--- config.mk ---
export PLATFORM = sky130hd
export DESIGN_NAME = refill_engine_flat
export DESIGN_NICKNAME = d
export VERILOG_FILES = /design/src/cache_geometry_pkg.sv /design/src/l2_channel_if.sv /design/src/refill_engine.sv /design/src/flat_wrapper.sv
export SDC_FILE = /design/constraint.sdc
export NUM_CORES = 1
export LEC_CHECK = 0
export ABC_AREA = 1
export CORE_AREA = 2 2 675 677
export CTS_CLUSTER_SIZE = 16
export DETAILED_ROUTE_END_ITERATION = 8
export DIE_AREA = 0 0 677 679
export DONT_BUFFER_PORTS = 1
export HOLD_SLACK_MARGIN = 0.02
export PLACE_DENSITY_LB_ADDON = 0.25
export SETUP_SLACK_MARGIN = 0.5
export SYNTH_ARGS = -nofsm -noshare
export SYNTH_HDL_FRONTEND = slang
export SYNTH_SLANG_ARGS = --single-unit
--- constraint.sdc ---
create_clock -name clk -period 0.8 [get_ports clk]
set_input_delay 0.12 -clock clk [delete_from_list [all_inputs] [get_ports clk]]
set_output_delay 0.12 -clock clk [all_outputs]
set_load 0.005 [all_outputs]
--- src/cache_geometry_pkg.sv ---
package cache_geometry_pkg;

    localparam int addr_width   = 64;
    localparam int word_width   = 64;  // CPU data path
    localparam int line_count   = 64;
    localparam int line_bytes   = 64;
    localparam int offset_width = $clog2(line_bytes);
    localparam int index_width  = $clog2(line_count);
    localparam int tag_width    = addr_width - index_width - offset_width;
    localparam int line_width   = line_bytes * 8;

    typedef logic [line_width-1:0]  line_data_t;
    typedef logic [tag_width-1:0]   tag_t;
    typedef logic [index_width-1:0] line_index_t;

    typedef struct packed {
        logic valid;
        logic dirty;
        tag_t tag;
    } line_meta_t;

    // Address field extraction
    function automatic line_index_t addr_index(input logic [addr_width-1:0] addr);
        return addr[offset_width +: index_width];
    endfunction

    function automatic tag_t addr_tag(input logic [addr_width-1:0] addr);
        return addr[addr_width-1 -: tag_width];
    endfunction

    function automatic logic [offset_width-1:0] addr_offset(input logic [addr_width-1:0] addr);
        return addr[offset_width-1:0];
    endfunction

    // Line aligned address from its tag and index
    function automatic logic [addr_width-1:0] line_base(input tag_t tag, input line_index_t index);
        return {tag, index, {offset_width{1'b0}}};
    endfunction

endpackage

--- src/l2_channel_if.sv ---
`timescale 1ns/1ns

// One engine's request path toward the shared L2 port
interface l2_channel_if import cache_geometry_pkg::*; ();

    logic                  valid;  // Held until done
    logic                  write;  // 1 for a line write-back, 0 for a refill read
    logic [addr_width-1:0] addr;
    line_data_t            wdata;
    line_data_t            rdata;  // Valid during the done pulse of a read
    logic                  done;

    modport engine (
        output valid, write, addr, wdata,
        input  rdata, done
    );

    modport arbiter (
        input  valid, write, addr, wdata,
        output rdata, done
    );

endinterface

--- src/refill_engine.sv ---
`timescale 1ns/1ns

module refill_engine import cache_geometry_pkg::*; (
    input  logic                  clk,
    input  logic                  reset,
    input  logic                  start,
    input  logic [addr_width-1:0] addr,
    output logic                  fill_en,
    output line_index_t           fill_index,
    output tag_t                  fill_tag,
    output line_data_t            fill_line,
    output logic                  done,
    l2_channel_if.engine          ch
);
    logic                  busy;
    logic [addr_width-1:0] line_addr;

    always_ff @(posedge clk) begin
        if (reset) begin
            busy <= 1'b0;
        end else if (start) begin
            busy <= 1'b1;
        end else if (ch.done) begin
            busy <= 1'b0;  // Valid drops the cycle after done
        end
    end

    always_ff @(posedge clk) begin
        if (start) begin
            line_addr <= {addr[addr_width-1:offset_width], {offset_width{1'b0}}};
        end
    end

    // Read request held while busy
    assign ch.valid = busy;
    assign ch.write = 1'b0;
    assign ch.addr  = line_addr;
    assign ch.wdata = '0;

    // Line data is only valid during the done pulse
    assign fill_en    = busy && ch.done;
    assign fill_index = addr_index(line_addr);
    assign fill_tag   = addr_tag(line_addr);
    assign fill_line  = ch.rdata;
    assign done       = fill_en;

endmodule

--- src/flat_wrapper.sv ---
// flat-port wrapper written by rule: the top's interface ports become plain ports
module refill_engine_flat import cache_geometry_pkg::*;
  (clk, reset, start, addr, fill_en, fill_index, fill_tag, fill_line, done, ch_valid, ch_write, ch_addr, ch_wdata, ch_rdata, ch_done);
  l2_channel_if ch_i ();
  input  logic clk;
  input  logic reset;
  input  logic start;
  input  logic [addr_width-1:0] addr;
  output logic fill_en;
  output line_index_t fill_index;
  output tag_t fill_tag;
  output line_data_t fill_line;
  output logic done;
  output wire logic [$bits(ch_i.valid)-1:0] ch_valid;
  output wire logic [$bits(ch_i.write)-1:0] ch_write;
  output wire logic [$bits(ch_i.addr)-1:0] ch_addr;
  output wire logic [$bits(ch_i.wdata)-1:0] ch_wdata;
  input wire logic [$bits(ch_i.rdata)-1:0] ch_rdata;
  input wire logic [$bits(ch_i.done)-1:0] ch_done;
  assign ch_valid = ch_i.valid;
  assign ch_write = ch_i.write;
  assign ch_addr = ch_i.addr;
  assign ch_wdata = ch_i.wdata;
  assign ch_i.rdata = ch_rdata;
  assign ch_i.done = ch_done;
  refill_engine u_core (.clk(clk), .reset(reset), .start(start), .addr(addr), .fill_en(fill_en), .fill_index(fill_index), .fill_tag(fill_tag), .fill_line(fill_line), .done(done), .ch(ch_i));
endmodule
==> impl.org <==
** Worst setup path
- The slowest stage of the critical path belongs to the cell sky130_fd_sc_hd__edfxtp_1.
- The critical path is of the reg -> out type.
- The critical path goes through buf_12.
- The kind of cell with the highest combined delay along the critical path is flip-flops.
- Counting both buffers and inverters, the worst setup path holds a total of 1.
- Data on the critical path arrives at its endpoint at 1000 ps.
- The worst register-to-register path has a depth of 2.
- FF-to-FF End :: u_core.ch.valid
- On the worst path, the slowest cell contributes a delay of 450 ps.
- Along the worst path, the maximum fanout reaches 2.
- In this run the critical register-to-register path is launched from u_core.ch.valid.
- Levels on crit path :: 1
- STA classifies the critical path endpoint as an output port.
- Req. time, crit path :: just under 700 ps
- Setup slack on the worst reg-to-reg path comes out at about 230 ps.
- STA classifies the critical path startpoint as a register.

** Place
- Number of placed instances with taps included :: roughly 6600
- The HPWL after detailed placement is 175600 µm.
- The count of buffers added on input and output ports is 0.
- In this run the cell area measured after placement is 0.01241 mm².
- Setup WS pre-CTS :: approximately 38 ps
- Weighted congestion at the end of routability-driven global placement :: 0.7894

** Routing
- Count of routing violations after the opening detailed-route iteration :: between 150 and 200
- Wirelength per Cell :: ~27 µm
- The routed layout has approximately 3800 vias.
- Post-route DRC :: 0
- After detailed routing, the number of vias per cell comes to between 0.5 and 0.6.
- After detailed routing, the total wire length is 182300 µm.
- The detail route stage leaves a number of antenna-violating nets equal to 0.
- Drt pass-1 iters :: 4

** Layout
- Across the whole layout, storage elements account for around 0.0018 mm².
- The library cell used most frequently in the layout, excluding fill and tap cells, is sky130_fd_sc_hd__conb_1.
- Final std cells w/o fill :: 6639
- Final net count :: 1237
- Once layout is done, the placed cells without fillers occupy 0.01268 mm².
- Share of the core filled with cells :: 2.807%
- Fraction of layout cells with a size suffix above 1 :: 11.80%
- Fill cells :: roughly 54000
- The top cell types in the final layout, fill and taps aside, are sky130_fd_sc_hd__conb_1, sky130_fd_sc_hd__buf_12, sky130_fd_sc_hd__edfxtp_1.
- Layout Area Growth over Synthesis :: 27.12%
- The multi-input combinational cells in the finished layout cover a total of 0.001969 mm².

** Clocking
- At the later pin of the worst-skew pair, clock insertion delay measures around 350 ps.
- Total number of H-tree levels :: 3
- Number of buffers inserted during clock tree synthesis :: 9
- Counting every sink on the clock net gives 59.
- TritonCTS clock tree :: yes
- CTS clk-pin slew, worst paths :: roughly 50 ps
- Count of buffers added by post-CTS timing repair for setup :: 0
- Buffers from clock root to sink, at most :: 2
- Root buf cell :: sky130_fd_sc_hd__clkbuf_16

** Die
- The floorplan step defined a die boundary enclosing ~0.46 mm².
- The core region is 0.4518 mm².
- In this run the core area contains 247 standard-cell rows.
- between 1500 and 2000 I/O pins were placed.
- Die span in y :: about 680 µm
- Starting density of the core :: under 10%
- Die X-Extent :: between 600 and 700 µm

** Min path
- The min-delay analysis places its worst path in the category in -> reg.
- Counting instances, the worst hold path has a depth of 1.
- Hold_sp :: reset
- The worst hold path terminates at u_core.ch.valid.

** Timing
- Final setup violation count :: roughly 120
- The final critical path takes up 140.5% of the cycle.
- The smallest clock period supported by the final layout is computed as approximately 1100 ps.
- Worst hold-check slack :: -153.5 ps
- After routing, the total negative slack on setup checks comes to -30210 ps.
- Setup slack on the critical path of the routed design comes to -324.2 ps.
- Largest clock skew in the final design :: 0 ps
- Fmax achieved :: 889.5 MHz
- Final count of pins violating max slew :: 0
- Setup repair after global routing could not meet its margin everywhere.
- Final hold vios :: 75

** Power
- Power spread over the standard cell area amounts to between 700 and 800 mW/mm².
- Worst vdd ir :: ~1700 µV
- Pleak :: slightly below 3 nW
- The completed layout was analyzed and its total power is around 10 mW.

** Status
- Outcome :: finished, violations left
- The checks that failed: hold timing, setup timing.

** Global routing
- For met2 alone, demand over resource in global routing was between 10% and 20%.
- Entering global routing, the biggest net connects 60 pins.
- Busiest layer in global routing :: met3
- For this run the aggregate overflow at the end of global routing stands at 0.
- For met3 alone, demand over resource in global routing was about 15%.
- Via count of the first global-routing pass :: roughly 2700
- Antenna violations before repair :: 9
- Met1 usage in global routing :: 1.258%
- Overall track demand over capacity in global routing :: between 7 and 8%
- The first global-routing pass estimated 189100 µm of wire.

** Synth
- Sequential cell area fraction in the yosys report :: 17.66%
- Synthesis instantiated 7 different standard cells from the library.
- After synthesis the cells add up to about 0.01 mm².
- For this run, the number of Yosys warnings is 0.
- Mapped Cells :: 1156
- Number of flip-flops and latches in the synthesized netlist :: 59
- Dividing the synthesized area by the synthesized cell count gives 8.630 µm².

** Flow run
- MaxCap Viol Count :: 0
[cell families (layout without fill, tap and decap cells)]
kind of cell | Yosys count | in the layout | synth area share, %
buffers and inverters | 1093 | 80 | 82.14
AND/OR/NAND/NOR | 2 | 2 | 0.07528
flip-flops | 59 | 59 | 17.66
other | 1 | 521 | 0.03759
AO/OA/AOI/OAI | 1 | 1 | 0.08781
[cell type report]
cell class | instances | area share, %
antenna | 2 | 0.03947
sequential | 59 | 13.92
clock inverter | 5 | 0.1677
multi-input combinational | 522 | 15.53
timing repair buffer | 62 | 9.482
tap | 5976 | 58.96
inverter | 3 | 0.08880
clock buffer | 10 | 1.806
[sequential cells by signal (all words and copies together) (netlist names)]
signal	flops
u_core.ch.valid	1
u_core.ch.addr	58
[metal layers]
layer	share of wire (%)	wire (µm)
met3	43	78680
met4	5.3	9709
met1	5.9	10680
met2	45	82640
met5	0.32	578
[synthesized netlist by cell type]
| master | count | area, µm² |
|---|---|---|
| sky130_fd_sc_hd__a21oi_2 | 1 | 8.760 |
| sky130_fd_sc_hd__edfxtp_1 | 58 | 1742 |
| sky130_fd_sc_hd__conb_1 | 1 | 3.750 |
| sky130_fd_sc_hd__dfxtp_1 | 1 | 20.02 |
| sky130_fd_sc_hd__buf_4 | 1090 | 8183 |
| sky130_fd_sc_hd__nand2_1 | 2 | 7.510 |
| sky130_fd_sc_hd__inv_1 | 3 | 11.26 |
[worst max-delay path by stage]
stage / startpoint / end / slack [ps]
5_1_grt: u_core.ch.addr[7] / fill_index[1] / -350
3_5_place_dp: u_core.ch.addr[7] / fill_index[1] / 40
4_1_cts: u_core.ch.addr[7] / fill_index[1] / -350
3_3_place_gp: u_core.ch.addr[7] / fill_index[1] / 60
6_report: u_core.ch.addr[9] / fill_index[3] / -320
2_1_floorplan: u_core.ch.addr[6] / fill_index[0] / 150
[worst reg2reg max path, delay by kind of cell, from the launching register on]
kind,cells,cell delay [ps]
AOI/OAI and AO/OA,1,90
DFF,1,360
and+or+nand+nor,1,50
[timing repair]
| item | 4_1_cts | 5_1_grt |
|---|---|---|
| resized for setup | 3 | 3 |
| endpoints found under the hold margin | 117 | 117 |
| pin swaps | 1 | 0 |
| setup endpoints to repair | 120 | 120 |
[where the power goes]
part | switching, mW | internal, mW | leakage, nW
clock | 1.37 | 2.03 | 0.125
combinational | 1.72 | 0.871 | 2.27
sequential | 0.209 | 3.69 | 0.577
total | 3.29 | 6.59 | 2.97
Note: power is estimated with default switching activity, not from simulation.
