`src/cache_geometry_pkg.sv`:
```
package cache_geometry_pkg;

    localparam int addr_width   = 64;
    localparam int word_width   = 64;  // CPU data path
    localparam int line_count   = 64;
    localparam int line_bytes   = 64;
    localparam int offset_width = $clog2(line_bytes);
    localparam int index_width  = $clog2(line_count);
    localparam int tag_width    = addr_width - index_width - offset_width;
    localparam int line_width   = line_bytes * 8;

    typedef logic [line_width-1:0]  line_data_t;
    typedef logic [tag_width-1:0]   tag_t;
    typedef logic [index_width-1:0] line_index_t;

    typedef struct packed {
        logic valid;
        logic dirty;
        tag_t tag;
    } line_meta_t;

    // Address field extraction
    function automatic line_index_t addr_index(input logic [addr_width-1:0] addr);
        return addr[offset_width +: index_width];
    endfunction

    function automatic tag_t addr_tag(input logic [addr_width-1:0] addr);
        return addr[addr_width-1 -: tag_width];
    endfunction

    function automatic logic [offset_width-1:0] addr_offset(input logic [addr_width-1:0] addr);
        return addr[offset_width-1:0];
    endfunction

    // Line aligned address from its tag and index
    function automatic logic [addr_width-1:0] line_base(input tag_t tag, input line_index_t index);
        return {tag, index, {offset_width{1'b0}}};
    endfunction

endpackage

```
`src/l2_channel_if.sv`:
```
`timescale 1ns/1ns

// One engine's request path toward the shared L2 port
interface l2_channel_if import cache_geometry_pkg::*; ();

    logic                  valid;  // Held until done
    logic                  write;  // 1 for a line write-back, 0 for a refill read
    logic [addr_width-1:0] addr;
    line_data_t            wdata;
    line_data_t            rdata;  // Valid during the done pulse of a read
    logic                  done;

    modport engine (
        output valid, write, addr, wdata,
        input  rdata, done
    );

    modport arbiter (
        input  valid, write, addr, wdata,
        output rdata, done
    );

endinterface

```
`src/writeback_engine.sv`:
```
`timescale 1ns/1ns

module writeback_engine import cache_geometry_pkg::*; (
    input  logic                  clk,
    input  logic                  reset,
    input  logic                  start,
    input  logic [addr_width-1:0] addr,
    input  line_data_t            line,
    l2_channel_if.engine          ch
);
    logic                  busy;
    logic [addr_width-1:0] victim_addr;
    line_data_t            victim_line;  // Copy of the evicted line

    always_ff @(posedge clk) begin
        if (reset) begin
            busy <= 1'b0;
        end else if (start) begin
            busy <= 1'b1;
        end else if (ch.done) begin
            busy <= 1'b0;
        end
    end

    always_ff @(posedge clk) begin
        if (start) begin
            victim_addr <= addr;
            victim_line <= line;
        end
    end

    assign ch.valid = busy;
    assign ch.write = 1'b1;
    assign ch.addr  = victim_addr;
    assign ch.wdata = victim_line;

endmodule

```
`src/flat_wrapper.sv`:
```
// flat-port wrapper written by rule: the top's interface ports become plain ports
module writeback_engine_flat import cache_geometry_pkg::*;
  (clk, reset, start, addr, line, ch_valid, ch_write, ch_addr, ch_wdata, ch_rdata, ch_done);
  l2_channel_if ch_i ();
  input  logic clk;
  input  logic reset;
  input  logic start;
  input  logic [addr_width-1:0] addr;
  input  line_data_t line;
  output wire logic [$bits(ch_i.valid)-1:0] ch_valid;
  output wire logic [$bits(ch_i.write)-1:0] ch_write;
  output wire logic [$bits(ch_i.addr)-1:0] ch_addr;
  output wire logic [$bits(ch_i.wdata)-1:0] ch_wdata;
  input wire logic [$bits(ch_i.rdata)-1:0] ch_rdata;
  input wire logic [$bits(ch_i.done)-1:0] ch_done;
  assign ch_valid = ch_i.valid;
  assign ch_write = ch_i.write;
  assign ch_addr = ch_i.addr;
  assign ch_wdata = ch_i.wdata;
  assign ch_i.rdata = ch_rdata;
  assign ch_i.done = ch_done;
  writeback_engine u_core (.clk(clk), .reset(reset), .start(start), .addr(addr), .line(line), .ch(ch_i));
endmodule
```
`config.mk`:
```
export PLATFORM = sky130hd
export DESIGN_NAME = writeback_engine_flat
export DESIGN_NICKNAME = d
export VERILOG_FILES = /design/src/cache_geometry_pkg.sv /design/src/l2_channel_if.sv /design/src/writeback_engine.sv /design/src/flat_wrapper.sv
export SDC_FILE = /design/constraint.sdc
export NUM_CORES = 1
export LEC_CHECK = 0
export BUFFER_PORTS_ARGS = -buffer_cell sky130_fd_sc_hd__clkbuf_2
export CORE_AREA = 2 2 659 661
export DETAILED_ROUTE_END_ITERATION = 10
export DIE_AREA = 0 0 661 663
export PLACE_DENSITY_LB_ADDON = 0.15
export SYNTH_ARGS = -nofsm -noshare
export SYNTH_HDL_FRONTEND = slang
export SYNTH_SLANG_ARGS = --single-unit
```
`constraint.sdc`:
```
create_clock -name clk -period 0.88 [get_ports clk]
set_clock_uncertainty 0.1 [all_clocks]
set_input_delay 0.132 -clock clk [delete_from_list [all_inputs] [get_ports clk]]
set_output_delay 0.132 -clock clk [all_outputs]
set_load 0.01 [all_outputs]
```
==> impl_metrics.csv, run 1 <==
group,metric,value,unit
drt,drt_wl_total,181000,um
drt,wl_per_cell,20.5,um
power,peakVddDrop,1.27,mV
sta,rsz0062_at_grt,"true",
clock_tree,clk_pin_slew,0.05,ns
global_route,grtUsageMet3,4.47,%
flow_run,drv_cap,0,
clock_tree,cts_root_buf,"clkbuf_16",
drt,via_per_inst,1.88,
critical_path,setup.worst_path.class,"reg -> out",
cells_and_area,nets,4055,
drt,firstDrtPassIters,4,
clock_tree,cts_sinks,577,
critical_path,start_kind,"flop",
drt,drt_iter0_drc,679,
global_route,grt_pass1_vias,18100,
global_route,top_usage_layer,"met2",
sta,finalSetupTns,-480.54,ns
global_route,grt_pass1_wl,218000,um
status,status,"finished with violations",
critical_path,worstPathRequired,0.65,ns
logic_synthesis,ys_types,7,
drt,drc_errors,0,
drt,num_vias,16600,
min_path,hp-class,"in -> reg",
die,die_area,438000,um^2
global_route,grtUsageMet2,14.6,%
critical_path,setup.worst_path.end_class,"output pin",
placement,dp_hpwl,157000,um
die,die-width,661,um
power,leakagePower,17.7,nW
power,finalPower,83.9,mW
cells_and_area,final_cells,8817,
status,violations,"hold timing, setup timing",
clock_tree,cts_made_buffers,88,
logic_synthesis,synth_nets,1674,
sta,hold_viol_final,188,
logic_synthesis,syn_avg_cell_area,29.8,um^2
sta,slew_headroom,49.8,%
sta,whs,-0.283,ns
die,core-area,432000,um^2
cells_and_area,drive_gt1_share,45.2,%
sta,finalMaxSlewViolations,0,
sta,fmax,542,MHz
drt,ant_nets,0,
logic_synthesis,yosys_warnings,0,
sta,min_period_over_period,210,%
global_route,grt-ovfl-total,0,
logic_synthesis,synth_cells,582,
logic_synthesis,synth_largest_area_cell,"edfxtp_1",
critical_path,worst-path-max-fanout,1,
logic_synthesis,synthTopCellsByArea,"edfxtp_1 (100%), dfxtp_1 (0.12%), a21oi_2 (0.050%)",
sta,final-setup-viol-count,992,
logic_synthesis,yosysSeqAreaShare,99.8,%
sta,setup_ws,-0.966,ns
logic_synthesis,syn_area,17300,um^2
cells_and_area,register_area,17300,um^2
die,chipHeight,663,um
global_route,grt_max_degree,41,
clock_tree,cts_tree,"built",
cells_and_area,area_growth,175,%
clock_tree,clk_path_buf_depth,4,
global_route,grt_util_all_layers,8.00,%
clock_tree,holdBufCountCts,1049,
placement,placed_cells,7565,
die,rows,242,
global_route,grtUsageMet1,7.63,%
critical_path,worstPathArrival,1.61,ns
cells_and_area,multiInputGateArea,18.8,um^2
sta,worst_slew_pin_slew,0.751,ns
logic_synthesis,synth.ff_latch_count,577,
cells_and_area,fill_cells,49300,
placement,port_buffers,1156,
die,start_util,4.01,%
global_route,antenna_found_initial,148,
clock_tree,htreeDepth,3,
die,boundaryPins,1670,
clock_tree,clk_latency,0.81,ns
sta,fin_crit,1.85,ns
power,power_density,1760,nW/um^2
placement,gp_congestion,0.783,
logic_synthesis,yosysTopAreaCellShare,99.7,%
[sequential cells by signal, summed over array words and instances (netlist names)]
register	flops
u_core.ch.wdata	512
u_core.ch.valid	1
u_core.ch.addr	64
[power breakdown]
part | internal, mW | switching, mW
Sequential | 32.8 | 1.49
Clock | 20.3 | 14.9
Combinational | 7.79 | 6.58
Total | 60.9 | 23.0
[per-stage QoR]
stage	hold WS [ns]	utilization (%)	area (um^2)	setup WS, ns
2_1_floorplan	0.0944	-	17300	0.170
3_3_place_gp	0.210	7.47	32300	-0.454
3_5_place_dp	0.211	7.47	32300	-0.447
4_1_cts	-0.389	10.9	47000	-1.12
5_1_grt	-0.358	11.0	47600	-1.10
6_report	-0.283	11.0	47600	-0.966
[critical path, cell delays in order, from the launching register on]
cell	delay, ns
edfxtp_1	0.49
buf_12	0.19
buf_12	0.12
[cell type report]
| type | count | share of cell area [%] |
|---|---|---|
| flip-flops and latches | 577 | 36.4 |
| well taps | 5734 | 15.1 |
| multi-input cells | 3 | 0.0394 |
| clock inverters | 50 | 0.983 |
| repair buffers | 2292 | 42.5 |
| diodes | 57 | 0.299 |
| clock buffers | 103 | 4.74 |
| inverters | 1 | 0.00788 |
[routing by layer]
layer / vias to the layer above / wire length [um]
li1: 7248 / -
met1: 8010 / 60300
met2: 952 / 91600
met3: 305 / 22900
met4: 46 / 6070
met5: - / 326
[synthesized netlist by cell type (all sizes together)]
cell type / number
a21oi: 1
buf: 1
conb: 1
dfxtp: 1
edfxtp: 576
inv: 1
nand2b: 1
[logic make-up (layout without fill, tap and decap cells)]
logic type | count (synthesis) | count (layout) | synth area share [%]
and+or+nand+nor | 1 | 1 | 0.0361
buffers and inverters | 2 | 2446 | 0.0649
DFF | 577 | 577 | 99.8
other | 1 | 58 | 0.0216
AOI/OAI and AO/OA | 1 | 1 | 0.0505
[placed cells by master (no fill, tap or decap)]
cell type	instances
clkbuf_2	883
conb_1	1
clkinv_1	16
buf_2	16
edfxtp_1	576
buf_6	82
diode_2	57
inv_8	1
inv_6	4
dfxtp_2	1
dlygate4sd3_1	1049
clkinv_2	11
clkinvlp_4	6
buf_8	66
clkbuf_1	15
clkinv_8	1
buf_12	116
nand2b_1	1
buf_4	26
bufinv_16	7
clkbuf_8	48
clkinv_4	4
a21oi_2	1
clkbuf_16	94
inv_1	1
[worst paths after layout]
path / start / slack (ns) / end / cells after the start
setup / recovery: u_core.ch.wdata[254] / -0.97 / ch_wdata[254] / 2
hold / removal: start / -0.28 / u_core.ch.wdata[197] / 2
hold reg to reg: u_core.ch.valid / 0.40 / u_core.ch.valid / 2
setup reg to reg: u_core.ch.valid / 0.18 / u_core.ch.valid / 2
[timing repair]
item                                     CTS  global route
resized for setup                        318           270
buffers inserted                           0             0
cloned                                     0             0
endpoints found under the setup margin   577           782
endpoints found under the hold margin   1153           457
(Power assumes the default switching activity.)
==> run 2: changes to the inputs <==
--- a/config.mk
+++ b/config.mk
@@ -5,11 +5,11 @@
 export SDC_FILE = /design/constraint.sdc
 export NUM_CORES = 1
 export LEC_CHECK = 0
+export ABC_AREA = 1
 export BUFFER_PORTS_ARGS = -buffer_cell sky130_fd_sc_hd__clkbuf_2
 export CORE_AREA = 2 2 659 661
 export DETAILED_ROUTE_END_ITERATION = 10
 export DIE_AREA = 0 0 661 663
-export PLACE_DENSITY_LB_ADDON = 0.15
 export SYNTH_ARGS = -nofsm -noshare
 export SYNTH_HDL_FRONTEND = slang
 export SYNTH_SLANG_ARGS = --single-unit
==> run 2 against run 1 <==
  * The run ends with setup timing left
  * Global-route usage increased by 3.4 points
  * Fmax grew 5.0%
  * Flip-flop and latch count unchanged
  * Cell count down 2.5%
  * Count of clock-buffer cells in the layout shrank 13
  * Setup slack better by 0.088 ns
  * Non-clock buffer count decreased by 312
  * Register-to-register slack better by 0.04 ns
  * Critical endpoint is now ch_wdata[263]
==> impl_metrics.csv, run 2 <==
group,metric,value,unit
die,rows,242,
clock_tree,postCtsSetupBuffers,0,
logic_synthesis,yosysTopAreaCellShare,99.7,%
sta,min_period_over_period,200,%
placement,dpl_worst_slack,-0.419,ns
die,die_area,438000,um^2
drt,firstDrtPassIters,5,
placement,port_buffers,1156,
critical_path,crit_start,"u_core.ch.wdata[263]",
die,start_util,4.01,%
drt,drc_errors,0,
critical_path,worst-path-max-fanout,1,
sta,worst_slew_pin_slew,0.773,ns
cells_and_area,fill_cells,49100,
cells_and_area,drive_gt1_share,49.3,%
cells_and_area,layout_common_cells,"clkbuf_2 (784), dlygate4sd3_1 (774), edfxtp_1 (576)",
cells_and_area,nets,3737,
clock_tree,cts_made_buffers,81,
sta,hold_viol_final,0,
logic_synthesis,yosysSeqAreaShare,99.8,%
logic_synthesis,ys_async_sr_fraction,0,%
placement,gp_congestion,0.910,
clock_tree,cts_tree,"built",
die,boundaryPins,1670,
logic_synthesis,synth_cells,583,
cells_and_area,multiInputGateArea,16.3,um^2
drt,drt_iter0_drc,1260,
logic_synthesis,synth_top_family_by_area,"buffers and inverters",
power,switchingPower,24.4,mW
min_path,hold_depth,2,
drt,ant_nets,0,
critical_path,worstPathArrival,1.53,ns
power,p_seq_share,40.9,%
logic_synthesis,syn_avg_cell_area,29.8,um^2
clock_tree,clk_path_buf_depth,4,
cells_and_area,largest_register_ffs,512,
min_path,holdPathEnd,"u_core.ch.wdata[169]",
logic_synthesis,synth_nets,1675,
critical_path,start_kind,"flop",
die,die-width,661,um
critical_path,path_delay_family,"flip-flops",
drt,num_vias,16700,
logic_synthesis,netlist_top_cells_count,"edfxtp_1 (576), inv_1 (2)",
critical_path,reg2regPathDepth,2,
clock_tree,htreeDepth,3,
critical_path,worstPathRequired,0.65,ns
critical_path,slowest_stage,"edfxtp_1",
global_route,grt_util_all_layers,11.4,%
logic_synthesis,yosys.area_share.simple,0.0216,%
logic_synthesis,synthTopCellsByArea,"edfxtp_1 (100%), dfxtp_1 (0.12%), a21oi_2 (0.050%)",
global_route,grt-ovfl-total,0,
critical_path,ff2ff_setup_slack,0.22,ns
power,p_clk_share,40.1,%
critical_path,setup.worst_path.end_class,"output pin",
critical_path,worstReg2RegEnd,"u_core.ch.valid",
status,status,"finished with violations",
logic_synthesis,yosysMostFrequentCell,"edfxtp_1",
critical_path,cp_cell_sequence,"buf_12",
logic_synthesis,synth_edf_count,576,
power,power_density,1830,nW/um^2
critical_path,r2r_start,"u_core.ch.valid",
die,core-area,432000,um^2
sta,final-setup-viol-count,1321,
logic_synthesis,synthMuxAreaShare,0,%
cells_and_area,area_growth,163,%
drt,drt_wl_total,258000,um
logic_synthesis,synth.ff_latch_count,577,
flow_run,drv_cap,0,
global_route,antenna_found_initial,394,
clock_tree,cts_root_buf,"clkbuf_16",
power,p_comb_share,19.0,%
drt,wl_per_cell,30.0,um
logic_synthesis,synth-compound-area-share,0.0505,%
logic_synthesis,synth_fa_ha_area_share,0,%
status,violations,"setup timing",
power,swShare,29.1,%
cells_and_area,register_area,17300,um^2
logic_synthesis,syn_area,17300,um^2
global_route,grt_pass1_vias,16500,
critical_path,setup.worst_path.class,"reg -> out",
sta,finalMaxSlewViolations,0,
critical_path,path_buf_inv,1,
die,chipHeight,663,um
logic_synthesis,ys_types,7,
global_route,grt_max_degree,42,
cells_and_area,final_common_cell,"clkbuf_2",
clock_tree,cts_sinks,577,
clock_tree,clk_pin_slew,0.06,ns
sta,rsz0062_at_grt,"true",
power,peakVddDrop,1.50,mV
placement,dp_hpwl,235000,um
logic_synthesis,yosys_warnings,0,
sta,slew_headroom,48.3,%
sta,setup_ws,-0.878,ns
logic_synthesis,synth_flop_cell,"edfxtp_1",
logic_synthesis,synth_xor_area_share,0,%
drt,via_per_inst,1.94,
critical_path,crit_path_max_incr_delay,0.51,ns
min_path,hp-class,"in -> reg",
power,leakagePower,16.7,nW
min_path,hold_start,"line[169]",
clock_tree,clk_latency,0.80,ns
sta,fin_crit,1.76,ns
power,internal-power,59.4,mW
logic_synthesis,synth_largest_area_cell,"edfxtp_1",
global_route,grt_pass1_wl,291000,um
power,finalPower,83.8,mW
sta,fmax,569,MHz
## run 2: logic make-up (layout without fill, tap and decap cells)
| family | count (synthesis) | in the layout |
|---|---|---|
| DFF | 577 | 577 |
| buffers and inverters | 3 | 2122 |
| other | 1 | 161 |
| AOI/OAI and AO/OA | 1 | 1 |
| and+or+nand+nor | 1 | 1 |
## run 2: cell type report
cell class	count	share of cell area [%]
Clock inverter	50	1.09
Sequential cell	577	37.9
Antenna cell	160	0.876
Timing Repair Buffer	1980	39.8
Clock buffer	90	4.60
Tap cell	5734	15.7
Multi-Input combinational cell	3	0.0356
Inverter	2	0.0164
## run 2: metrics by stage
| step | setup TNS [ns] | utilization (%) | cell area (um^2) | hold WS [ns] | instances |
|---|---|---|---|---|---|
| 2_1_floorplan | 0 | - | 17300 | 0.0944 | 583 |
| 3_3_place_gp | -184.31 | 7.63 | 33000 | 0.205 | 7522 |
| 3_5_place_dp | -185.89 | 7.63 | 33000 | 0.207 | 7522 |
| 4_1_cts | -765.04 | 10.4 | 45100 | -0.0110 | 8436 |
| 5_1_grt | -785.27 | 10.5 | 45500 | 0.0161 | 8534 |
| 6_report | -734.55 | 10.6 | 45700 | 0.0587 | 8596 |
## run 2: layer usage
metal  up-vias  track usage (%)  routed length, um
li1       6747                -                  -
met2      1453             18.0             113000
met4       142             3.18               9700
met5         -                0                922
met1      7759             11.8              89500
met3       601             8.44              45200
## run 2: how the worst max path moves through the flow
stage / endpoint / slack, ns / cells after the start
6_report: ch_wdata[263] / -0.88 / 1
3_5_place_dp: u_core.ch.wdata[95] / -0.42 / 3
4_1_cts: ch_wdata[463] / -1.00 / 1
3_3_place_gp: u_core.ch.addr[36] / -0.42 / 3
2_1_floorplan: u_core.ch.valid / 0.19 / 2
5_1_grt: ch_wdata[463] / -0.97 / 1
## run 2: timing repair
action	CTS	global route
hold endpoints to repair	1153	453
hold buffers	774	1
endpoints found under the setup margin	577	1226
pin swaps	0	0
gates resized for setup	412	135
## run 2: worst register-to-register path, cell delays in order (launching register included)
cell and delay (ns):
dfxtp_2 0.33, nand2_1 0.07, a21oi_2 0.10
## run 2: power by group through the flow
stage          Combinational, mW  Clock, mW  Sequential, mW
2_1_floorplan             0.0105          0            35.0
3_3_place_gp                11.1          0            34.6
3_5_place_dp                11.1          0            34.6
4_1_cts                     16.6       35.2            34.2
5_1_grt                     17.0       35.8            34.5
6_report                    16.0       33.6            34.2
==> run 3: changes to the inputs <==
--- a/config.mk
+++ b/config.mk
@@ -10,6 +10,7 @@
 export CORE_AREA = 2 2 659 661
 export DETAILED_ROUTE_END_ITERATION = 10
 export DIE_AREA = 0 0 661 663
+export PLACE_DENSITY = 0.3
 export SYNTH_ARGS = -nofsm -noshare
 export SYNTH_HDL_FRONTEND = slang
 export SYNTH_SLANG_ARGS = --single-unit
==> run 3 against run 2 <==
  * The flow finishes with violations (hold timing, setup timing)
  * Core utilization grew 0.068 points
  * Non-clock buffer count up 147
  * First-iteration DRC count is 43% lower
  * Combinational power decreased by 10%
  * Global-route usage decreased by 2.3 points
  * Critical path depth up 1
  * Flip-flop and latch count stayed put
  * Sequential share of layout area shrank 0.24 points
  * Clock power is 2% lower
  * Highest routed layer unchanged
  * Via count fell by 2.3%
==> impl_metrics.csv, run 3 (synthesis results as in run 2) <==
group,metric,value,unit
clock_tree,clk_pin_slew,0.05,ns
power,peakVddDrop,1.35,mV
sta,setup_ws,-0.905,ns
power,swShare,27.7,%
global_route,grt_util_all_layers,9.10,%
power,power_density,1770,nW/um^2
drt,drt_wl_total,207000,um
die,die_area,438000,um^2
power,internal-power,58.8,mW
cells_and_area,area_growth,165,%
sta,fin_crit,1.79,ns
sta,rsz0062_at_grt,"true",
placement,dp_hpwl,184000,um
clock_tree,cts_root_buf,"clkbuf_16",
cells_and_area,nets,3886,
clock_tree,clk_latency,0.80,ns
drt,num_vias,16300,
critical_path,worstPathArrival,1.55,ns
cells_and_area,register_area,17300,um^2
drt,ant_nets,0,
die,chipHeight,663,um
global_route,grt-ovfl-total,0,
power,p_seq_share,41.9,%
power,p_comb_share,17.7,%
die,core-area,432000,um^2
sta,hold_viol_final,53,
min_path,hp-class,"in -> reg",
sta,whs,-0.110,ns
power,finalPower,81.3,mW
clock_tree,cts_made_buffers,83,
global_route,grt_pass1_wl,240000,um
critical_path,reg2regPathDepth,2,
sta,min_period_over_period,203,%
cells_and_area,multiInputGateArea,16.3,um^2
sta,final-setup-viol-count,816,
global_route,antenna_found_initial,273,
power,switchingPower,22.5,mW
cells_and_area,fin_util,10.6,%
critical_path,worst-path-max-fanout,1,
sta,finalMaxSlewViolations,0,
drt,drc_errors,0,
critical_path,worstPathRequired,0.65,ns
global_route,grt_max_degree,42,
cells_and_area,drive_gt1_share,46.8,%
clock_tree,cts_tree,"built",
cells_and_area,fill_cells,49200,
critical_path,cp_cell_sequence,"buf_6 > buf_12",
status,violations,"hold timing, setup timing",
min_path,hold_depth,3,
sta,fmax,560,MHz
die,die-width,661,um
drt,via_per_inst,1.88,
drt,wl_per_cell,23.8,um
drt,drt_iter0_drc,712,
cells_and_area,layout_common_cells,"dlygate4sd3_1 (906), clkbuf_2 (854), edfxtp_1 (576)",
placement,port_buffers,1156,
critical_path,crit_path_max_incr_delay,0.47,ns
critical_path,setup.worst_path.class,"reg -> out",
drt,firstDrtPassIters,5,
die,start_util,4.01,%
placement,gp_congestion,0.820,
status,status,"finished with violations",
power,p_clk_share,40.4,%
cells_and_area,largest_register_ffs,512,
cells_and_area,final_common_cell,"dlygate4sd3_1",
flow_run,drv_cap,0,
power,leakagePower,16.9,nW
critical_path,slowest_stage,"edfxtp_1",
clock_tree,htreeDepth,3,
global_route,grt_pass1_vias,17000,
critical_path,setup.worst_path.end_class,"output pin",
die,rows,242,
die,boundaryPins,1670,
critical_path,start_kind,"flop",
clock_tree,clk_path_buf_depth,4,
clock_tree,cts_sinks,577,
## run 3: cell types whose count changed in the layout (fill, tap and decap cells not counted), moves of 11 or more
cell / before / now
clkinv_1: 9 / 20
buf_12: 154 / 103
buf_6: 12 / 28
diode_2: 160 / 112
dlygate4sd3_1: 774 / 906
buf_8: 90 / 73
clkbuf_2: 784 / 854
clkbuf_8: 114 / 95
## run 3: through the flow
step	area [um^2]	instances	worst slack, ns	setup TNS, ns
floorplan	17300	583	0.194	0
global placement	32300	7536	-0.478	-223.58
detailed placement	32300	7536	-0.475	-223.47
CTS	45500	8586	-1.03	-468.11
global route	45900	8653	-0.997	-455.66
finish	46000	8699	-0.905	-412.00
## run 3: critical path, delay by kind of cell, from the launching register on
| family | cells | cell delay [ns] |
|---|---|---|
| flip-flops | 1 | 0.47 |
| buffers and inverters | 2 | 0.31 |
## run 3: path summary, 6_finish.rpt
check | slack [ns] | from | to
hold / removal | -0.11 | start | u_core.ch.wdata[162]
setup / recovery | -0.91 | u_core.ch.wdata[281] | ch_wdata[281]
hold reg to reg | 0.38 | u_core.ch.valid | u_core.ch.valid
setup reg to reg | 0.22 | u_core.ch.valid | u_core.ch.valid
## run 3: area by class of cell
class	count	area share, %
repair buffers	2127	40.6
flip-flops and latches	577	37.7
well taps	5734	15.6
clock buffers	97	4.72
clock inverters	47	0.767
diodes	112	0.610
multi-input cells	3	0.0354
inverters	2	0.0163
## run 3: power by group through the flow
stage | registers [mW] | clock network, mW | logic, mW
after CTS | 34.0 | 34.7 | 15.0
final | 34.1 | 32.8 | 14.4
after detailed placement | 34.4 | 0 | 9.66
after global routing | 34.3 | 35.4 | 15.6
after global placement | 34.5 | 0 | 9.73
after floorplan | 35.0 | 0 | 0.0105
## run 3: what timing repair did
action / 4_1_cts / 5_1_grt
hold buffers: 906 / 1
resized for setup: 355 / 159
setup endpoints to repair: 577 / 665
endpoints found under the hold margin: 1142 / 57
buffers inserted: 0 / 0
## run 3: layer usage
metal	share of wire (%)	wire length [um]	track usage, %	vias to the layer above
met5	0.29	608	0	-
met4	4.0	8370	2.98	96
met3	17	35800	6.85	442
met2	43	89000	14.2	1189
met1	35	73300	9.41	7637
li1	-	-	-	6955
