===== src/cache_geometry_pkg.sv =====
package cache_geometry_pkg;

    localparam int addr_width   = 64;
    localparam int word_width   = 64;  // CPU data path
    localparam int line_count   = 64;
    localparam int line_bytes   = 64;
    localparam int offset_width = $clog2(line_bytes);
    localparam int index_width  = $clog2(line_count);
    localparam int tag_width    = addr_width - index_width - offset_width;
    localparam int line_width   = line_bytes * 8;

    typedef logic [line_width-1:0]  line_data_t;
    typedef logic [tag_width-1:0]   tag_t;
    typedef logic [index_width-1:0] line_index_t;

    typedef struct packed {
        logic valid;
        logic dirty;
        tag_t tag;
    } line_meta_t;

    // Address field extraction
    function automatic line_index_t addr_index(input logic [addr_width-1:0] addr);
        return addr[offset_width +: index_width];
    endfunction

    function automatic tag_t addr_tag(input logic [addr_width-1:0] addr);
        return addr[addr_width-1 -: tag_width];
    endfunction

    function automatic logic [offset_width-1:0] addr_offset(input logic [addr_width-1:0] addr);
        return addr[offset_width-1:0];
    endfunction

    // Line aligned address from its tag and index
    function automatic logic [addr_width-1:0] line_base(input tag_t tag, input line_index_t index);
        return {tag, index, {offset_width{1'b0}}};
    endfunction

endpackage


===== src/cache_protocol_pkg.sv =====
package cache_protocol_pkg;

    // Store size encoding, low two bits of the CPU size field
    typedef enum logic [1:0] {
        size_byte   = 2'd0,
        size_half   = 2'd1,
        size_word   = 2'd2,
        size_double = 2'd3
    } access_size_t;

    typedef enum logic [2:0] {
        idle,          // Waiting for a read miss or a store
        read_miss,     // Refill running for the CPU read
        store_lookup,  // Tag check of the latched store
        store_miss,    // Allocating the store line
        store_done     // Completion pulse
    } ctrl_state_t;

    // Number of bytes written by one store
    function automatic int size_bytes(input access_size_t size);
        case (size)
            size_byte:   return 1;
            size_half:   return 2;
            size_word:   return 4;
            default:     return 8;
        endcase
    endfunction

endpackage


===== src/cache_controller.sv =====
`timescale 1ns/1ns

module cache_controller import cache_geometry_pkg::*, cache_protocol_pkg::*; (
    input  logic                  clk,
    input  logic                  reset,
    input  logic                  read_addr_valid,
    input  logic                  read_hit,
    input  logic [addr_width-1:0] read_addr,
    output logic                  read_data_valid,
    input  logic                  store_valid,
    input  logic [addr_width-1:0] store_addr,
    input  logic [word_width-1:0] store_data,
    input  logic [3:0]            store_size,
    output logic                  store_ready,
    output logic                  store_complete,
    output line_index_t           lookup_index,
    input  line_meta_t            lookup_meta,
    input  line_data_t            lookup_line,
    output logic                  merge_en,
    output logic [addr_width-1:0] merge_addr,
    output logic [word_width-1:0] merge_data,
    output access_size_t          merge_size,
    output logic                  refill_start,
    output logic [addr_width-1:0] refill_addr,
    input  logic                  refill_done,
    output logic                  evict_start,
    output logic [addr_width-1:0] evict_addr,
    output line_data_t            evict_line
);
    ctrl_state_t           state;
    ctrl_state_t           next_state;
    logic                  st_pending;  // A store is held until its completion
    logic [addr_width-1:0] st_addr;
    logic [word_width-1:0] st_data;
    access_size_t          st_size;
    logic                  store_accept;
    logic                  read_miss_now;
    logic                  use_read_index;
    logic                  victim_dirty;
    logic                  store_hit;

    assign store_ready     = !st_pending;
    assign store_accept    = store_valid && store_ready;
    assign read_miss_now   = read_addr_valid && !read_hit;
    assign read_data_valid = read_addr_valid && read_hit;

    // The read miss takes the lookup port only while idle
    assign use_read_index = (state == idle) && read_miss_now;
    assign lookup_index   = use_read_index ? addr_index(read_addr) : addr_index(st_addr);

    assign victim_dirty = lookup_meta.valid && lookup_meta.dirty;
    assign store_hit    = lookup_meta.valid && (lookup_meta.tag == addr_tag(st_addr));

    assign refill_addr = use_read_index ? read_addr : st_addr;
    assign evict_addr  = line_base(lookup_meta.tag, lookup_index);
    assign evict_line  = lookup_line;

    assign merge_addr = st_addr;
    assign merge_data = st_data;
    assign merge_size = st_size;

    always_comb begin
        next_state     = state;
        refill_start   = 1'b0;
        evict_start    = 1'b0;
        merge_en       = 1'b0;
        store_complete = 1'b0;
        case (state)
            idle: begin
                if (read_miss_now) begin  // Reads go ahead of a pending store
                    refill_start = 1'b1;
                    evict_start  = victim_dirty;
                    next_state   = read_miss;
                end else if (st_pending || store_accept) begin
                    next_state = store_lookup;
                end
            end
            read_miss: begin
                if (refill_done) next_state = idle;
            end
            store_lookup: begin
                if (store_hit) begin
                    merge_en   = 1'b1;
                    next_state = store_done;
                end else begin
                    // Allocate, victim leaves through the write-back engine
                    refill_start = 1'b1;
                    evict_start  = victim_dirty;
                    next_state   = store_miss;
                end
            end
            store_miss: begin
                if (refill_done) next_state = store_lookup;  // Hits on the second pass
            end
            store_done: begin
                store_complete = 1'b1;
                next_state     = idle;
            end
            default: next_state = idle;
        endcase
    end

    always_ff @(posedge clk) begin
        if (reset) begin
            state      <= idle;
            st_pending <= 1'b0;
        end else begin
            state <= next_state;
            if (store_accept) begin
                st_pending <= 1'b1;
            end else if (state == store_done) begin
                st_pending <= 1'b0;
            end
        end
    end

    always_ff @(posedge clk) begin
        if (store_accept) begin
            st_addr <= store_addr;
            st_data <= store_data;
            st_size <= access_size_t'(store_size[1:0]);  // Upper size bits ignored
        end
    end

endmodule


===== config.mk =====
export PLATFORM = sky130hd
export DESIGN_NAME = cache_controller
export DESIGN_NICKNAME = d
export VERILOG_FILES = /design/src/cache_geometry_pkg.sv /design/src/cache_protocol_pkg.sv /design/src/cache_controller.sv
export SDC_FILE = /design/constraint.sdc
export NUM_CORES = 1
export LEC_CHECK = 0
export BUFFER_PORTS_ARGS = -buffer_cell sky130_fd_sc_hd__buf_4
export CELL_PAD_IN_SITES_DETAIL_PLACEMENT = 0
export CELL_PAD_IN_SITES_GLOBAL_PLACEMENT = 1
export CORE_AREA = 2 2 611 613
export DETAILED_ROUTE_END_ITERATION = 10
export DIE_AREA = 0 0 613 615
export PLACE_DENSITY_LB_ADDON = 0.1
export SLEW_MARGIN = 0
export SYNTH_ARGS = -nofsm -noshare
export SYNTH_HDL_FRONTEND = slang
export SYNTH_SLANG_ARGS = --single-unit
export TNS_END_PERCENT = 20

===== constraint.sdc =====
create_clock -name clk -period 10.9 [get_ports clk]
set_input_delay 2.18 -clock clk [delete_from_list [all_inputs] [get_ports clk]]
set_output_delay 2.18 -clock clk [all_outputs]
set_load 0.05 [all_outputs]

==> results of run 1 <==
-- through the flow --
stage	area (µm²)	hold slack, ns	cells	worst slack, ns
6_report	16500	0.540	5847	3.24
5_1_grt	16500	0.564	5842	2.96
4_1_cts	16500	0.550	5842	2.90
3_5_place_dp	15800	0.531	5809	2.91
3_3_place_gp	15800	0.528	5809	3.05
2_1_floorplan	10000	0.455	904	2.45
-- critical path: cells and delay by family --
family                    cells  cell delay, ns
xor gates and xnor gates      1            0.27
buffers and inverters         2            0.42
and+or+nand+nor               5            2.56
-- power by group through the flow --
stage	clock, mW	combinational [mW]	sequential, mW
after global placement	0	0.727	0.657
after CTS	0.835	0.722	0.646
after floorplan	0	0.864	0.726
after detailed placement	0	0.720	0.656
final	0.761	0.696	0.642
after global routing	0.829	0.732	0.648
-- cells in the mapped netlist, drive strengths merged --
library cell and count:
mux2 61, o21ai 4, dfxtp 4, or2 2, xor2 6, a22o 1, nand2b 2, nand3 1
nand4 11, a31oi 2, nor2 7, nor3 2, conb 1, a21oi 3, o2bb2ai 3, nand2 9
edfxtp 130, xnor2 40, buf 589, and2 2, o21bai 1, nor4 6, nor2b 1, a211oi 2
o22ai 2, inv 7
-- routing by layer --
layer | vias up | part of all wire (%) | wire, µm | global-route usage (%)
li1 | 2304 | - | - | -
met1 | 2727 | 15 | 22100 | 3.21
met2 | 1005 | 54 | 81000 | 14.6
met3 | 282 | 24 | 36600 | 8.44
met4 | 22 | 7.1 | 10800 | 4.92
met5 | - | 0.14 | 207 | 0.166
-- registers in the layout (all words and copies together), names as in the netlist --
signal,count
merge_addr,64
merge_data,64
state,3
merge_size,2
st_pending,1
-- worst max-delay path by stage --
stage,from,endpoint,slack (ns),cells past startpoint
floorplan,store_valid,merge_addr[0],2.45,1
global placement,lookup_meta[11],refill_start,3.05,9
detailed placement,lookup_meta[11],merge_en,2.91,9
CTS,lookup_meta[11],merge_en,2.90,9
global route,lookup_meta[11],merge_en,2.96,9
finish,lookup_meta[23],merge_en,3.24,8
-- area by class of cell --
class	count	area, µm²
antenna	5	12.5
clock buffer	30	664
clock inverter	3	41.3
fill	43860	354000
inverter	7	26.3
multi-input combinational	174	1590
sequential	134	3980
tap	4972	6220
timing repair buffer	522	3930
-- kinds of logic (layout without fill, tap and decap cells) --
group | Yosys count | count (layout)
buffers and inverters | 596 | 562
DFF | 134 | 134
muxes | 61 | 61
xor gates and xnor gates | 46 | 46
and+or+nand+nor | 43 | 43
AOI/OAI and AO/OA | 18 | 18
other | 1 | 11
==> flow_summary.json, run 1 <==
{
  "status": "finished clean",
  "min_period_ns": 7.66,
  "setup_viol": 0,
  "cp-start-kind": "input pin",
  "cts_max_path_buffers": 3,
  "grt_antenna_before_repair": 26,
  "r2r_cells": 6,
  "rrSetupSlack_ns": 7.23,
  "rsz0062_at_grt": "false",
  "synthCells": 899,
  "num_rows": 224,
  "io_buffers": 517,
  "slew_violations": 0,
  "synth_seq_area_share_pct": 39.8,
  "worst_pin_slew_ns": 1.15,
  "synthMuxAreaShare_pct": 7.98,
  "ys_warn_count": 0,
  "hpwl_mm": 139,
  "core_area_um2": 371000,
  "final_util_pct": 4.44,
  "cts_sinks": 134,
  "crit_chain": "buf_4 > xnor2_1 > nand4_1 > nor4_1 > nand2_1 > or2_2 > nor2_1 > buf_4",
  "p_switching_mw": 0.821,
  "drc_errors": 0,
  "cts_resized": 0,
  "hold_viol_final": 0,
  "gr-total-overflow": 0,
  "relSlewSlack_pct": 22.7,
  "die_x_um": 613,
  "grtUsageTotal_pct": 7.66,
  "ys_types": 31,
  "synth_simple_gate_area_share_pct": 2.40,
  "io_pins": 1550,
  "synth_top_area_share_pct": 43.6,
  "pwr-share-comb_pct": 33.2,
  "path_class": "input pin to primary output",
  "synthAdderAreaFrac_pct": 0,
  "layout_common_cells": "buf_4, edfxtp_1, xnor2_1, mux2_4, mux2_2",
  "cp.required_ns": 8.72,
  "slowest_stage": "nor4_1",
  "cts_tree": "built",
  "drive_gt1_share_pct": 70.5,
  "rr_startpoint": "merge_addr[35]",
  "worstHoldPathType": "register to register",
  "dieArea_um2": 377000,
  "crit_path_frequent_cell": "buf_4",
  "postCtsSetupRepairBufs": 0,
  "die_h_um": 615,
  "area_growth_pct": 64.5,
  "totalWireLength_mm": 151,
  "cts_buffers": 25,
  "insertion_delay_ns": 0.54,
  "p_per_area_nw_per_um2": 127,
  "synth_xor_area_share_pct": 4.02,
  "critPathMaxStageDelay_ns": 1.06,
  "root_buffer": "clkbuf_16",
  "clk_pin_slew_worst_paths_ns": 0.06,
  "syn_area_per_cell_um2": 11.1,
  "final_common_cell": "buf_4",
  "num_vias": 6340,
  "total_power_mw": 2.10,
  "viasPerCell": 1.08,
  "intPower_mw": 1.28,
  "fmax_ghz": 0.131,
  "grt_max_degree": 83,
  "synth_area_leaders": "buf_4, edfxtp_1, mux2_4",
  "peakVddDrop_v": 0.000119,
  "synth_compound_area_share_pct": 1.17,
  "max_cap_viol_count": 0,
  "reg2reg_to": "state[0]",
  "yosysTopAreaCell": "buf_4",
  "crit_arrival_ns": 5.48,
  "fin_crit_sh_pct": 70.3,
  "grt_pass1_wl_mm": 167,
  "leakagePower_nw": 4.72,
  "postCtsHoldBufs": 0,
  "clock_skew_ns": 0.0163,
  "endpoint_kind": "primary output",
  "cts_max_level": 4,
  "avgRoutedWirePerCell_um": 25.8,
  "firstDrtPassIters": 4,
  "p_clk_share_pct": 36.3,
  "ys_ff_latch": 134,
  "worst_hold_path.endpoint": "state[1]",
  "grt_pass1_vias": 7220,
  "p_seq_share_pct": 30.6,
  "sw_frac_of_total_pct": 39.1,
  "final_antenna_net_count": 0,
  "routabilityCongestion": 0.712,
  "worstHoldStart": "state[2]",
  "synth_top_family_by_area": "buffers and inverters",
  "drt_iter0_markers": 200,
  "fin_setup_tns_ns": 0,
  "cp_max_fo": 3,
  "syn_area_um2": 10000,
  "initial_core_util_pct": 2.70,
  "min_delay_path_depth": 1,
  "fin_nets": 1632
}
Power figures use the tool's default switching activity.
==> run 2: changes to the inputs <==
--- a/config.mk
+++ b/config.mk
@@ -5,12 +5,13 @@
 export SDC_FILE = /design/constraint.sdc
 export NUM_CORES = 1
 export LEC_CHECK = 0
+export ABC_AREA = 1
 export BUFFER_PORTS_ARGS = -buffer_cell sky130_fd_sc_hd__buf_4
 export CELL_PAD_IN_SITES_DETAIL_PLACEMENT = 0
 export CELL_PAD_IN_SITES_GLOBAL_PLACEMENT = 1
-export CORE_AREA = 2 2 611 613
+export CORE_AREA = 2 2 608 610
 export DETAILED_ROUTE_END_ITERATION = 10
-export DIE_AREA = 0 0 613 615
+export DIE_AREA = 0 0 610 612
 export PLACE_DENSITY_LB_ADDON = 0.1
 export SLEW_MARGIN = 0
 export SYNTH_ARGS = -nofsm -noshare
==> constraint.sdc (replaced) <==
create_clock -name clk -period 6.53 [get_ports clk]
set_input_delay 1.306 -clock clk [delete_from_list [all_inputs] [get_ports clk]]
set_output_delay 1.306 -clock clk [all_outputs]
set_load 0.05 [all_outputs]
==> flow_summary.json, run 2 <==
{
  "peakVddDrop_v": 0.000143,
  "reg2reg_to": "state[0]",
  "min_delay_path_depth": 3,
  "io_buffers": 517,
  "leakagePower_nw": 5.51,
  "path_class": "input pin to primary output",
  "num_vias": 7888,
  "rr_startpoint": "merge_addr[55]",
  "initial_core_util_pct": 2.87,
  "clock_skew_ns": 0.0230,
  "root_buffer": "clkbuf_16",
  "cts_sinks": 134,
  "ys_warn_count": 0,
  "synth_edf_count": 130,
  "fin_setup_tns_ns": 0,
  "rsz0062_at_grt": "false",
  "routabilityCongestion": 0.702,
  "viasPerCell": 1.31,
  "hpwl_mm": 166,
  "postCtsSetupRepairBufs": 0,
  "cts_max_level": 4,
  "insertion_delay_ns": 0.56,
  "drt_iter0_markers": 326,
  "async_reset_ff_share_pct": 0,
  "cts_max_path_buffers": 3,
  "synth_seq_area_share_pct": 37.8,
  "yosysTopAreaCell": "buf_4",
  "avgRoutedWirePerCell_um": 29.8,
  "grt_pass1_vias": 8643,
  "syn_area_per_cell_um2": 8.79,
  "slew_violations": 0,
  "die_x_um": 610,
  "grt_antenna_before_repair": 38,
  "fin_nets": 1928,
  "relSlewSlack_pct": 41.2,
  "grtUsageTotal_pct": 9.21,
  "io_pins": 1550,
  "p_per_area_nw_per_um2": 203,
  "hold_viol_final": 0,
  "crit_arrival_ns": 3.38,
  "cts_resized": 0,
  "holdWs_ns": 0.545,
  "cp.required_ns": 5.22,
  "min_period_ns": 4.69,
  "synthCells": 1199,
  "synth_top_area_share_pct": 41.5,
  "final_common_cell": "buf_4",
  "drive_gt1_share_pct": 49.7,
  "final_antenna_net_count": 0,
  "cp_max_fo": 57,
  "n_fill_cell": 43579,
  "drc_errors": 0,
  "cp-start-kind": "input pin",
  "cts_buffers": 25,
  "worst_hold_path.endpoint": "st_pending",
  "fin_crit_sh_pct": 71.8,
  "clk_pin_slew_worst_paths_ns": 0.06,
  "postCtsHoldBufs": 0,
  "max_cap_viol_count": 0,
  "synth_commonest_cells": "buf_4, nand2_1, edfxtp_1",
  "ys_ff_latch": 134,
  "grt_max_degree": 88,
  "gr-total-overflow": 0,
  "yosys.cell_count.top_type": "buf_4",
  "area_growth_pct": 59.4,
  "die_h_um": 612,
  "fmax_ghz": 0.213,
  "synth_area_leaders": "buf_4, edfxtp_1, nand2_1",
  "ys_types": 26,
  "layout_common_cells": "buf_4, nand2_1, edfxtp_1, inv_1, nor2_1",
  "totalWireLength_mm": 179,
  "worstHoldPathType": "register to register",
  "grt_pass1_wl_mm": 199,
  "synthFlopType": "edfxtp_1",
  "rrSetupSlack_ns": 4.24,
  "firstDrtPassIters": 4,
  "setup_viol": 0,
  "worst_pin_slew_ns": 0.882,
  "status": "finished clean",
  "syn_area_um2": 10500,
  "dieArea_um2": 373000,
  "num_rows": 223,
  "r2r_cells": 13,
  "worstHoldStart": "st_pending",
  "cts_tree": "built",
  "endpoint_kind": "primary output",
  "core_area_um2": 367000
}
## run 2: changes by cell type in the layout (fill, tap and decap cells not counted), moves of 6 or more
| cell | delta |
|---|---|
| mux2_4 | -30 |
| a21oi_1 | +40 |
| inv_1 | +94 |
| xnor2_1 | -34 |
| nand2_1 | +145 |
| nor3_1 | +8 |
| nor2_1 | +83 |
| nand3_1 | +11 |
| mux2_2 | -6 |
## run 2: report_power, final
part	switching, mW	leakage, nW	internal, mW
combinational	0.801	3.92	0.308
clock	0.571	0.318	0.685
sequential	0.0400	1.27	1.00
## run 2: cells by family (layout without fill, tap and decap cells)
logic type	after synthesis	after routing	synth area share (%)
AO/OA/AOI/OAI	49	49	2.36
XOR/XNOR	9	9	0.748
buffers and inverters	695	655	45.6
flip-flops	134	134	37.8
multiplexers	23	23	2.46
other	1	8	0.0356
AND/OR/NAND/NOR	288	288	11.0
## run 2: critical path, cell delays in order
cell and delay [ns]:
buf_4 0.13, nor2_1 0.30, nand2_8 0.29, buf_4 0.45, a21oi_1 0.39, buf_4 0.28
## run 2: per-layer routing
| metal | GRT usage (%) | routed length (µm) | vias to the layer above | share of wire (%) |
|---|---|---|---|---|
| li1 | - | - | 3088 | - |
| met2 | 17.0 | 92700 | 1204 | 52 |
| met4 | 3.36 | 7210 | 48 | 4.0 |
| met1 | 3.79 | 26000 | 3301 | 15 |
| met5 | 0.865 | 713 | - | 0.40 |
| met3 | 12.6 | 52300 | 247 | 29 |
## run 2: area by class of cell
class | instances | area [µm²] | area share (%)
Multi-Input combinational cell | 375 | 1800 | 10.7
Sequential cell | 134 | 3980 | 23.7
Timing Repair Buffer | 522 | 3930 | 23.4
Antenna cell | 2 | 5.00 | 0.0298
Inverter | 102 | 383 | 2.28
Clock buffer | 27 | 633 | 3.77
Clock inverter | 4 | 20.0 | 0.119
Tap cell | 4837 | 6050 | 36.0
## run 2: how the worst max path moves through the flow
stage / start / to / slack [ns] / cells past startpoint
2_1_floorplan: store_valid / merge_addr[0] / 1.37 / 2
5_1_grt: lookup_meta[36] / evict_start / 1.75 / 13
3_5_place_dp: lookup_meta[36] / evict_start / 1.75 / 13
4_1_cts: lookup_meta[36] / evict_start / 1.75 / 13
6_report: read_hit / refill_addr[23] / 1.84 / 6
3_3_place_gp: lookup_meta[36] / evict_start / 1.74 / 13
## run 2: stage by stage
stage	cells	util (%)	power (mW)	setup WS, ns	area [µm²]
after floorplan	1204	-	2.52	1.37	10600
after global placement	5970	4.40	2.24	1.74	16100
after detailed placement	5970	4.40	2.23	1.75	16100
after CTS	6001	4.57	3.61	1.75	16800
after global routing	6002	4.58	3.62	1.75	16800
final	6003	4.58	3.41	1.84	16800
==> run 3: changes to the inputs <==
--- a/config.mk
+++ b/config.mk
@@ -5,13 +5,13 @@
 export SDC_FILE = /design/constraint.sdc
 export NUM_CORES = 1
 export LEC_CHECK = 0
-export ABC_AREA = 1
+export ABC_AREA = 0
 export BUFFER_PORTS_ARGS = -buffer_cell sky130_fd_sc_hd__buf_4
 export CELL_PAD_IN_SITES_DETAIL_PLACEMENT = 0
 export CELL_PAD_IN_SITES_GLOBAL_PLACEMENT = 1
-export CORE_AREA = 2 2 608 610
+export CORE_AREA = 2 2 611 613
 export DETAILED_ROUTE_END_ITERATION = 10
-export DIE_AREA = 0 0 610 612
+export DIE_AREA = 0 0 613 615
 export PLACE_DENSITY_LB_ADDON = 0.1
 export SLEW_MARGIN = 0
 export SYNTH_ARGS = -nofsm -noshare
==> constraint.sdc (replaced) <==
create_clock -name clk -period 4 [get_ports clk]
set_input_delay 0.8 -clock clk [delete_from_list [all_inputs] [get_ports clk]]
set_output_delay 0.8 -clock clk [all_outputs]
set_load 0.05 [all_outputs]
==> flow_summary.json, run 3 (synthesis results as in run 1) <==
{
  "worstHoldPathType": "input pin to register",
  "cts_buffers": 25,
  "leakagePower_nw": 4.93,
  "avgRoutedWirePerCell_um": 26.1,
  "rsz0062_at_grt": "false",
  "crit_arrival_ns": 2.97,
  "viasPerCell": 1.11,
  "wirelength_met1_mm": 22.1,
  "final_antenna_net_count": 0,
  "multi_input_area_um2": 1650,
  "wl_met3_mm": 36.1,
  "drt_iter0_markers": 245,
  "clock_skew_ns": 0.0236,
  "totalWireLength_mm": 153,
  "firstDrtPassIters": 4,
  "holdWs_ns": 0.434,
  "stdcell_count": 5875,
  "cts_sinks": 134,
  "r2r_cells": 10,
  "total_power_mw": 5.77,
  "min_delay_path_depth": 1,
  "path_class": "register to primary output",
  "setup_viol": 0,
  "layout_common_cells": "buf_4, edfxtp_1, xnor2_1, mux2_4, mux2_2",
  "crit_chain": "xnor2_2 > buf_12 > nand4_1 > nor4_4 > buf_4 > nand2_1 > buf_12 > or2_2 > nor2_1 > buf_6",
  "fmax_ghz": 0.265,
  "drc_errors": 0,
  "die_h_um": 615,
  "dp_worst_setup_slack_ns": -0.0546,
  "endpoint_kind": "primary output",
  "num_vias": 6518,
  "n_fill_cell": 43799,
  "worst_slack_ns": 0.228,
  "initial_core_util_pct": 2.70,
  "grt_pass1_wl_mm": 170,
  "core_area_um2": 371000,
  "fin_crit_sh_pct": 94.3,
  "min_period_ns": 3.77,
  "slowest_stage": "edfxtp_1",
  "status": "finished clean",
  "die_x_um": 613,
  "clk_pin_slew_worst_paths_ns": 0.07,
  "fin_nets": 1663,
  "peakVddDrop_v": 0.000237,
  "cp.required_ns": 3.20,
  "drive_gt1_share_pct": 72.2,
  "hold_viol_final": 0,
  "placed_cells": 5828,
  "hpwl_mm": 142,
  "grtUsageTotal_pct": 7.81,
  "dieArea_um2": 377000,
  "grt_pass1_vias": 7478,
  "final_util_pct": 4.54,
  "cts_max_path_buffers": 3,
  "critPathMaxStageDelay_ns": 0.43,
  "cp-start-kind": "register",
  "cts_tree": "built",
  "grt_antenna_before_repair": 36,
  "worst_pin_slew_ns": 0.769,
  "routabilityCongestion": 0.737,
  "maxUsedRoutingLayer": "met5",
  "crit_path_frequent_cell": "buf_12",
  "root_buffer": "clkbuf_16",
  "regArea_um2": 3980,
  "postCtsHoldBufs": 0,
  "wl_met2_mm": 82.2,
  "area_growth_pct": 68.0,
  "p_per_area_nw_per_um2": 343,
  "max_cap_viol_count": 0,
  "cts_max_level": 4,
  "num_rows": 224,
  "insertion_delay_ns": 0.53,
  "gr-total-overflow": 0,
  "io_buffers": 517,
  "relSlewSlack_pct": 48.8,
  "cp_max_fo": 3,
  "io_pins": 1550,
  "final_common_cell": "buf_4",
  "grt_max_degree": 71,
  "slew_violations": 0
}
-- run 3: cell types whose count changed in the layout (fill, tap and decap cells not counted), moves of 4 or more --
cell,change
nand3_1,-11
xnor2_2,+4
nand2_1,-144
nor3_1,-8
mux2_4,+30
mux2_2,+6
xnor2_1,+30
buf_12,+7
inv_1,-94
buf_4,+22
a21oi_1,-40
nor2_1,-83
-- run 3: repair_timing --
item | CTS | global route
endpoints found under the setup margin | 3 | 3
cloned | 0 | 0
pin swaps | 1 | 2
buffers inserted | 10 | 2
resized for setup | 6 | 3
-- run 3: metrics by stage --
stage	setup TNS (ns)	area [µm²]
floorplan	0	10000
global placement	-0.0373	16000
detailed placement	-0.0546	16000
CTS	0	16800
global route	0	16800
finish	0	16800
-- run 3: layout make-up --
| cell class | instances | area share, % |
|---|---|---|
| multi-input cells | 174 | 9.79 |
| repair buffers | 553 | 25.3 |
| inverters | 7 | 0.156 |
| clock inverters | 6 | 0.305 |
| diodes | 4 | 0.0595 |
| well taps | 4972 | 37.0 |
| flip-flops and latches | 134 | 23.7 |
| clock buffers | 25 | 3.72 |
-- run 3: final timing paths --
kind / startpoint / to / slack (ns)
worst max register to register: merge_addr[13] / state[2] / 1.60
worst max-delay path: merge_addr[13] / merge_en / 0.23
worst min-delay path: store_data[32] / merge_data[32] / 0.43
worst min register to register: state[2] / state[1] / 0.55
-- run 3: critical path: cells and delay by family (launching register included) --
family,cells,cell delay [ns]
xor gates and xnor gates,1,0.23
DFF,1,0.43
and+or+nand+nor,5,1.08
buffers and inverters,4,0.66
-- run 3: layer usage --
layer | GRT usage [%] | up-vias
li1 | - | 2360
met1 | 3.22 | 2835
met2 | 14.9 | 991
met3 | 8.32 | 292
met4 | 5.71 | 40
met5 | 0.255 | -
-- run 3: where the power goes --
part | internal (mW) | switching, mW | leakage (nW)
clock network | 1.17 | 0.838 | 0.335
registers | 1.64 | 0.0993 | 1.27
logic | 0.669 | 1.34 | 3.32
